**src/design/neo_defines.svh**
```systemverilog
`ifndef NEO_DEFINES_SVH
`define NEO_DEFINES_SVH

// Word address width covering byte address bits 23 down to 1
`define NEO_ADDR_W 23

// Palette index width inside one bank
`define NEO_PAL_IDX_W 12

// Address bits 23 to 17 for the system latch at 0x3A0000
`define NEO_LATCH_BASE 7'h1D

// Address bits 23 to 22 for palette RAM at 0x400000 to 0x7FFFFF
// Palette mirrors every 8 KB
`define NEO_PAL_HI 2'b01

// Value seen on reads of the latch or unmapped space
`define NEO_OPEN_BUS 16'hFFFF

`endif

```
**src/design/neo_pkg.sv**
```systemverilog
`default_nettype none

`include "neo_defines.svh"

package neoPkg;

	// One CPU bus cycle as seen at the request strobe
	typedef struct packed {
		logic [`NEO_ADDR_W:1] addr;
		logic [15:0]          wrData;
		// High for read
		logic                 rw;
		logic                 uppEn;
		logic                 lowEn;
	} cpuBusT;

	// Decoded view of a palette word
	typedef struct packed {
		logic       dark;
		logic       rLsb;
		logic       gLsb;
		logic       bLsb;
		logic [3:0] rMsb;
		logic [3:0] gMsb;
		logic [3:0] bMsb;
	} palFieldsT;

	// CPU side sees raw data, video side sees the color fields
	typedef union packed {
		logic [15:0] raw;
		palFieldsT   fields;
	} palWordT;

	// Final 7-bit color channels
	typedef struct packed {
		logic [6:0] r;
		logic [6:0] g;
		logic [6:0] b;
	} rgbT;

endpackage

`default_nettype wire

```
**src/design/bus_decode.sv**
```systemverilog
`timescale 1ns/100ps
`default_nettype none

`include "neo_defines.svh"

module bus_decode
	import neoPkg::*;
(
	input  logic        CLK_24M,
	input  logic        rstN,
	input  logic        cpuReq,
	input  cpuBusT      cpuBus,
	output logic        latchWr,
	output logic        palSel,
	input  logic [15:0] palRdData,
	output logic        cpuAck,
	output logic [15:0] cpuRdData
);

	// Region hits from the upper address bits
	logic latchHit;
	logic palHit;
	// Cycle in flight was a palette read
	logic ackPalRd;

	// Latch region at 0x3A0000
	assign latchHit = (cpuBus.addr[23:17] == `NEO_LATCH_BASE);

	// Palette region 0x400000 to 0x7FFFFF
	assign palHit = (cpuBus.addr[23:22] == `NEO_PAL_HI);

	// Latch is written by address only
	// Reads of the latch fall through to open bus
	assign latchWr = cpuReq & latchHit & ~cpuBus.rw;

	// Palette takes both reads and writes
	assign palSel = cpuReq & palHit;

	// Every request acknowledged exactly one cycle later
	always_ff @(posedge CLK_24M or negedge rstN) begin
		if (!rstN) begin
			cpuAck   <= 1'b0;
			ackPalRd <= 1'b0;
		end else begin
			cpuAck   <= cpuReq;
			// Remember target so read data can be steered
			ackPalRd <= palSel & cpuBus.rw;
		end
	end

	// Palette data arrives in the ack cycle
	// Anything else reads back as open bus
	assign cpuRdData = ackPalRd ? palRdData : `NEO_OPEN_BUS;

endmodule

`default_nettype wire

```
**config.mk**
```make
export PLATFORM = sky130hd
export DESIGN_NAME = bus_decode
export DESIGN_NICKNAME = d
export VERILOG_FILES = /design/src/design/neo_pkg.sv /design/src/design/bus_decode.sv
export VERILOG_INCLUDE_DIRS = /design/src /design/src/design
export SDC_FILE = /design/constraint.sdc
export NUM_CORES = 1
export LEC_CHECK = 0
export BUFFER_PORTS_ARGS = -buffer_cell sky130_fd_sc_hd__buf_2
export CAP_MARGIN = 0
export CORE_UTILIZATION = 13
export DETAILED_ROUTE_END_ITERATION = 16
export PLACE_DENSITY_LB_ADDON = 0.08
export SLEW_MARGIN = 20
export SYNTH_ARGS = -nofsm -noshare
export SYNTH_HDL_FRONTEND = slang
export SYNTH_SLANG_ARGS = --single-unit
```
**constraint.sdc**
```tcl
create_clock -name CLK_24M -period 1 [get_ports CLK_24M]
set_clock_uncertainty 0.2 [all_clocks]
set_input_delay 0.2 -clock CLK_24M [delete_from_list [all_inputs] [get_ports CLK_24M]]
set_output_delay 0.2 -clock CLK_24M [all_outputs]
set_load 0.01 [all_outputs]
```
==> metrics.txt <==
Crit Path Category=flop to output port; Die Width=41.4 um; Required @ worst endpoint=600 ps; Sw Ratio=0.225; drt pass-1 iters=4; synth cell count leaders=nand2b_1 (15), dfrtp_1 (2); total gr overflow=0; vias per cell=4.02; min cycle time layout=1420 ps; Pint=0.314 mW; crit-path max FO=6; clock sink count=2; Mapped Cells=24; startpoint types=flop; post-synthesis cell type count=9; Fmax=704 MHz; Peak VDD IR=approximately 430 uV; Clock power frac=0.443; share of layout cells above drive strength 1=0.803; initial antenna violation count=0; Inserted Clock Buffers=3; Die Span Y=between 40 and 50 um; Min Hold Slack=-40.2 ps; Yosys Warn Count=0; antenna diode instance count=0; die area=between 1500 and 2000 um2; power consumption=a little over 0.4 mW; endpoint type of the worst setup path=output port; Setup WS pre-CTS=-278 ps; CORE AREA=1370 um2; row count=13; sequential share of the synthesized area=0.248; DR vias=366; vias in the first global route=269; dpl hpwl=approximately 620 um; # nets final=139; largest net degree at the start of global routing=13; crit path DAT=1020 ps; failing checks=negative hold slack, negative setup slack; GPL Wtd Cong=roughly 0.57; DRC=0; Syn-to-layout area delta=217%; #FFs+latches synth=2; Final ANT Viol Nets=0; class of the worst hold path=input pin to flop; final worst slack=-421 ps; Fin. Hold Viols=2; Area contributors post-synth=nand2b_1 (47%), dfrtp_1 (25%), nor4_2 (6.2%), nand4bb_1 (5.6%), and3b_1 (4.3%); min-delay src=cpuReq; # port buffers=45; Slew Limit Fails=0; CTS clk-pin slew, worst paths=about 30 ps; Iter 0 DRT Violations=1; Max clock buf depth=2; H-tree depth=1; Comb pwr share=0.341; total leakage power=about 0.32 nW; setup TNS=-6640 ps; Async S/R FF share, synth=1.00; clk root buf=clkbuf_4; CTS Hold Bufs=1; dominant cell by count in the synthesized netlist=nand2b_1; syn_area_per_cell=around 8.4 um2; worst-margin pin slew=between 150 and 200 ps; # setup viols final=19; Post-synth EDFFs=0; ys flop type=dfrtp_1; cell taking the most area after synthesis=nand2b_1; RSZ-0062 raised after global routing=yes; Max-cap violations=0; WL final=877 um; PwrDens=~630 nW/um2; status=finished, violations left; WL per Instance=9.64 um; origin of the worst setup path=ackPalRd; GRT Total Usage=0.0921; TritonCTS clock tree=built; Mapped Area=roughly 200 um2; Rel. slew slack=0.878; sw power=0.0908 mW; I/O pins=80; initial core utilization=0.147; first-pass GRT wire length=959 um; Flop pwr share=0.216; Synth Net Count=85; post-CTS setup buffers=0; Yosys top cell area share=0.466; final worst-path cycle share=1.42
cell families (layout without fill, tap and decap cells):
| logic type | count (synthesis) | count (layout) | share of synthesized area |
|---|---|---|---|
| AND/OR/NAND/NOR | 21 | 21 | 0.727 |
| buffers and inverters | 1 | 53 | 0.0248 |
| flip-flops | 2 | 2 | 0.248 |
worst max-delay path, cell delays in order (launching register included):
cell	delay, ps
dfrtp_2	430
clkbuf_16	180
nand2b_1	60
buf_2	120
through the flow:
step | util | std cells | instance area [um2]
2_1_floorplan | - | 24 | 230
3_3_place_gp | 0.364 | 86 | 498
3_5_place_dp | 0.364 | 86 | 498
4_1_cts | 0.418 | 90 | 572
5_1_grt | 0.468 | 91 | 639
6_report | 0.468 | 91 | 639
power by group through the flow:
stage                     registers (mW)  clock network [mW]  logic [mW]
final                             0.0874               0.179       0.138
after global routing              0.0876               0.195       0.151
after CTS                         0.0865               0.195       0.124
after detailed placement          0.0872                   0       0.109
after global placement            0.0874                   0       0.109
after floorplan                   0.0887                   0      0.0369
path summary, 6_finish.rpt:
check	end	slack (ps)	cells after the start
max	cpuRdData[11]	-420	3
min	cpuAck	-40	2
max in group asynchronous	ackPalRd	400	2
min in group asynchronous	cpuAck	90	2
layout make-up:
class,count,area [um2]
clock buffer,3,22.5
fill,133,727
multi-input combinational,21,191
sequential,2,51.3
tap,15,18.8
timing repair buffer,50,355
registers in the layout, summed over array words and instances, names as in the netlist:
signal and count:
cpuAck 1, ackPalRd 1
placed cells by master (no fill, tap or decap), drive strengths merged:
| cell | n |
|---|---|
| nand4bb | 1 |
| clkbuf | 4 |
| nand3 | 1 |
| nand2b | 15 |
| and2 | 1 |
| and3b | 1 |
| or2b | 1 |
| dlygate4sd3 | 1 |
| buf | 48 |
| dfrtp | 2 |
| nor4 | 1 |
repair_timing:
| action | 4_1_cts | 5_1_grt |
|---|---|---|
| resized for setup | 7 | 8 |
| endpoints found under the setup margin | 19 | 19 |
| endpoints found under the hold margin | 4 | 1 |
| pin swaps | 0 | 0 |
| gates cloned | 0 | 1 |
routing by layer:
layer	routed length [um]	up-vias	global-route usage
met1	275	157	0.0841
li1	-	182	-
met2	513	27	0.176
met5	0	-	0
met4	0	0	0.0726
met3	88	0	0.0160
No activity file was read; power rests on OpenSTA's default activity.
