===== config.mk =====
export PLATFORM = sky130hd
export DESIGN_NAME = video_out
export DESIGN_NICKNAME = d
export VERILOG_FILES = /design/src/design/neo_pkg.sv /design/src/design/video_out.sv
export VERILOG_INCLUDE_DIRS = /design/src /design/src/design
export SDC_FILE = /design/constraint.sdc
export NUM_CORES = 1
export LEC_CHECK = 0
export BUFFER_PORTS_ARGS = -buffer_cell sky130_fd_sc_hd__buf_2
export CAP_MARGIN = 10
export CORE_MARGIN = 1
export CORE_UTILIZATION = 44
export DETAILED_ROUTE_END_ITERATION = 8
export PLACE_DENSITY = 0.83
export RECOVER_POWER = 50
export SYNTH_ARGS = -nofsm -noshare
export SYNTH_HDL_FRONTEND = slang
export SYNTH_SLANG_ARGS = --single-unit

===== constraint.sdc =====
create_clock -name CLK_24M -period 1.8 [get_ports CLK_24M]
set_clock_uncertainty 0.05 [all_clocks]
set_input_delay 0.27 -clock CLK_24M [delete_from_list [all_inputs] [get_ports CLK_24M]]
set_output_delay 0.27 -clock CLK_24M [all_outputs]
set_load 0.01 [all_outputs]

===== src/design/neo_defines.svh =====
`ifndef NEO_DEFINES_SVH
`define NEO_DEFINES_SVH

// Word address width covering byte address bits 23 down to 1
`define NEO_ADDR_W 23

// Palette index width inside one bank
`define NEO_PAL_IDX_W 12

// Address bits 23 to 17 for the system latch at 0x3A0000
`define NEO_LATCH_BASE 7'h1D

// Address bits 23 to 22 for palette RAM at 0x400000 to 0x7FFFFF
// Palette mirrors every 8 KB
`define NEO_PAL_HI 2'b01

// Value seen on reads of the latch or unmapped space
`define NEO_OPEN_BUS 16'hFFFF

`endif


===== src/design/neo_pkg.sv =====
`default_nettype none

`include "neo_defines.svh"

package neoPkg;

	// One CPU bus cycle as seen at the request strobe
	typedef struct packed {
		logic [`NEO_ADDR_W:1] addr;
		logic [15:0]          wrData;
		// High for read
		logic                 rw;
		logic                 uppEn;
		logic                 lowEn;
	} cpuBusT;

	// Decoded view of a palette word
	typedef struct packed {
		logic       dark;
		logic       rLsb;
		logic       gLsb;
		logic       bLsb;
		logic [3:0] rMsb;
		logic [3:0] gMsb;
		logic [3:0] bMsb;
	} palFieldsT;

	// CPU side sees raw data, video side sees the color fields
	typedef union packed {
		logic [15:0] raw;
		palFieldsT   fields;
	} palWordT;

	// Final 7-bit color channels
	typedef struct packed {
		logic [6:0] r;
		logic [6:0] g;
		logic [6:0] b;
	} rgbT;

endpackage

`default_nettype wire


===== src/design/video_out.sv =====
`timescale 1ns/100ps
`default_nettype none

`include "neo_defines.svh"

module video_out
	import neoPkg::*;
(
	input  logic                      CLK_24M,
	input  logic                      rstN,
	input  logic                      pixValid,
	input  logic                      pixBlank,
	input  logic [`NEO_PAL_IDX_W-1:0] pixIdx,
	input  logic                      shadow,
	input  logic                      palBank,
	output logic                      vidRd,
	output logic [`NEO_PAL_IDX_W-1:0] vidIdx,
	output logic                      vidBank,
	input  palWordT                   vidData,
	output logic                      rgbValid,
	output rgbT                       rgb
);

	// Stage one pipeline state
	logic s1Valid;
	logic s1Blank;
	logic s1Shadow;
	// Stage two result before the output register
	rgbT  nextRgb;

	// MSB nibble, LSB, then two copies of inverted dark
	// Shadow halves the channel
	function automatic logic [6:0] mkChan(input logic [3:0] msb, input logic lsb,
		input logic dark, input logic shd);
		logic [6:0] chan;
		chan = {msb, lsb, ~dark, ~dark};
		return shd ? (chan >> 1) : chan;
	endfunction

	// Stage one
	// Blanked pixels skip the palette read
	assign vidRd   = pixValid & ~pixBlank;
	assign vidIdx  = pixIdx;
	// Bank taken as the pixel enters
	assign vidBank = palBank;

	always_ff @(posedge CLK_24M or negedge rstN) begin
		if (!rstN) begin
			s1Valid  <= 1'b0;
			s1Blank  <= 1'b0;
			s1Shadow <= 1'b0;
		end else begin
			s1Valid  <= pixValid;
			s1Blank  <= pixBlank;
			s1Shadow <= shadow;
		end
	end

	// Stage two decode of the palette fields
	always_comb begin
		nextRgb.r = mkChan(vidData.fields.rMsb, vidData.fields.rLsb, vidData.fields.dark, s1Shadow);
		nextRgb.g = mkChan(vidData.fields.gMsb, vidData.fields.gLsb, vidData.fields.dark, s1Shadow);
		nextRgb.b = mkChan(vidData.fields.bMsb, vidData.fields.bLsb, vidData.fields.dark, s1Shadow);
		// Blanking forces black
		if (s1Blank) begin
			nextRgb = '0;
		end
	end

	always_ff @(posedge CLK_24M or negedge rstN) begin
		if (!rstN) begin
			rgbValid <= 1'b0;
		end else begin
			rgbValid <= s1Valid;
		end
	end

	// Color held between pixels
	always_ff @(posedge CLK_24M) begin
		if (s1Valid) begin
			rgb <= nextRgb;
		end
	end

endmodule

`default_nettype wire


==> flow_summary_export.csv <==
group,metric,value,unit
synth,netlist_top_cells_area,"edfxtp_1, mux2i_1, buf_4",
die,coreArea,2230,um2
critical_path,crit_required,1.48,ns
critical_path,critPathSlowestCell,"edfxtp_1",
synth,synth_enable_flop_cells,19,
critical_path,max_stage_delay,0.40,ns
die,rows,17,
grt,antenna_found_initial,0,
grt,busiest_layer,"met2",
grt,grt_pass1_vias,620,
synth,async_flop_share,17.4,%
clock_network,htree_levels,1,
critical_path,end_kind,"output pin",
sta,worst_slack,0.625,ns
sta,finalMaxSlewViolations,0,
clock_network,clockRootBuffer,"clkbuf_4",
power_and_ir_drop,leakage,0.571,nW
route,drt_first_pass_iters,4,
power_and_ir_drop,irDropWorstVdd,394,uV
power_and_ir_drop,comb_power_share,12.9,%
synth,syn-num-nets,113,
synth,ys_seq_area_share,63.1,%
power_and_ir_drop,net-switching-power,0.217,mW
grt,overflow,0,
clock_network,clock_path_buffers,2,
power_and_ir_drop,swShare,22.3,%
layout,diodes,0,
clock_network,cts_inserted_buffers,3,
grt,met2_usage,22.6,%
place,place_ws,0.651,ns
route,drt_drc_violations_left,0,
synth,synth_commonest_cells,"edfxtp_1, buf_4, nor2_1",
critical_path,worst_ep_arrival_time,0.85,ns
synth,yosys_warnings,0,
clock_network,clk_pin_slew_worst_paths,0.11,ns
sta,tns,0,ns
die,ioPinCount,70,
route,routed_via_density,4.74,
sta,max_freq,0.851,GHz
layout,seq_area,671,um2
power_and_ir_drop,seqPwrFrac,63.8,%
grt,grt.met1_usage,16.1,%
critical_path,crit_type,"flop to output pin",
sta,relSlewSlack,78.6,%
grt,grt_pass1_wl,2650,um
synth,syn_inst,79,
sta,worst_pin_slew,0.322,ns
synth,synthesis.area,1060,um2
place,place_congestion,0.702,
clock_network,cts_sinks,23,
die,die_y,51.1,um
route,post_drt_wl_per_cell,12.0,um
synth,synth_top_flop_cell,"edfxtp_1",
power_and_ir_drop,clkPwrFrac,23.2,%
die,fp.dieArea,2610,um2
die,initial_core_util,47.6,%
layout,fill_cells,192,
synth,syn_area_per_cell,13.4,um2
die,die_w,51.1,um
route,drtIter0Drc,4,
synth,synth_seq_cells,23,
layout,multi_input_area,238,um2
sta,setup_viol,0,
place,dpl.hpwl,1330,um
synth,ys_types,11,
route,ant_nets,0,
synth,yosysTopAreaCellShare,53.7,%
power_and_ir_drop,intPower,0.756,mW
sta,rsz0062_at_grt,"false",
layout,nets,147,
route,vias,664,
place,portBuffers,43,
clock_network,clk_latency,0.30,ns
job,cap_viol_max_count,0,
synth,yosysMostFrequentCell,"edfxtp_1",
clock_network,post-cts-setup-buffers,0,
critical_path,worstSetupStartpointType,"flop",
sta,hold_viol_final,0,
clock_network,cts_tree,"yes",
grt,grt_max_degree,18,
sta,min_period_over_period,65.3,%
run_status,status,"completed",
power_and_ir_drop,p_per_area,797,nW/um2
worst_hold_path,hp-class,"input pin to flop",
synth,yosys.area.top_type,"edfxtp_1",
route,wl,1680,um
critical_path,crit_family,"flip-flops",
critical_path,crit_fanout,3,
grt,met3_usage,2.68,%
sta,layout_min_cycle_time,1.17,ns
layout,drive_gt1_share,39.3,%
grt,grt.total_usage,14.8,%
critical_path,crit_buf_inv,1,
critical_path,path_cells,"buf_2",
layout,areaGrowthSynthToFinish,15.0,%
-- logic make-up (layout without fill, tap and decap cells) --
kind of cell           count (synthesis)  after routing  share of synthesized area [%]
DFF                                   23             23                           63.1
and+or+nand+nor                       25             25                           11.1
muxes                                 12             12                           11.3
buffers and inverters                 19             52                           14.5
-- layout by cell type, fill, tap and decap left out --
| cell type | n |
|---|---|
| buf_4 | 3 |
| and2_1 | 3 |
| nor2b_1 | 5 |
| dfrtp_1 | 4 |
| clkbuf_1 | 6 |
| mux2i_1 | 12 |
| dlygate4sd3_1 | 2 |
| nor3_1 | 3 |
| buf_2 | 38 |
| clkbuf_4 | 3 |
| edfxtp_1 | 19 |
| nor2_1 | 14 |
-- routing by layer --
metal / part of all wire (%) / wire length (um) / vias to the layer above
li1: - / - / 321
met1: 40 / 669 / 289
met2: 44 / 741 / 37
met3: 9.7 / 162 / 17
met4: 6.0 / 101 / 0
met5: 0 / 0 / -
-- state kept, by name (all words and copies together), names as in the netlist --
name / count
s1Blank: 1
rgb: 19
s1Shadow: 1
rgbValid: 1
s1Valid: 1
-- final cells by class --
cell class | count | area share, %
clock buffers | 4 | 2.15
multi-input cells | 37 | 19.5
flip-flops and latches | 23 | 54.9
well taps | 28 | 2.87
repair buffers | 48 | 20.6
-- power groups by stage --
stage	sequential (mW)	clock, mW	combinational, mW
finish	0.621	0.226	0.126
global route	0.624	0.251	0.141
CTS	0.621	0.233	0.127
detailed placement	0.633	0	0.126
global placement	0.632	0	0.123
floorplan	0.648	0	0.0861
-- timing repair --
| action | in CTS | in global routing |
|---|---|---|
| resized for setup | 0 | 0 |
| hold buffers | 1 | 1 |
| hold endpoints to repair | 4 | 1 |
-- final timing paths --
path	depth (start not counted)	endpoint	startpoint	slack, ns
min in group asynchronous	2	s1Valid$_DFF_PN0_	rstN	0.26
min	1	s1Valid$_DFF_PN0_	pixValid	0.03
min reg2reg	0	rgbValid$_DFF_PN0_	s1Valid$_DFF_PN0_	0.50
max in group asynchronous	2	s1Blank$_DFF_PN0_	rstN	1.27
max	1	rgb[7]	rgb[14]$_SDFFCE_PP0P_	0.63
max reg2reg	3	rgb[3]$_SDFFCE_PP0P_	s1Shadow$_DFF_PN0_	0.64
-- metrics by stage --
step                      power, mW  hold WS (ns)  instance area, um2  std cells  util, %
after floorplan               0.735       -0.0756                1060         79        -
after global placement        0.755        0.0246                1180        134     52.9
after detailed placement      0.759        0.0283                1180        134     52.9
after CTS                     0.981        0.0106                1220        139     54.5
after global routing           1.02        0.0101                1220        140     54.7
final                         0.973        0.0267                1220        140     54.7
No activity file was read; power rests on OpenSTA's default activity.
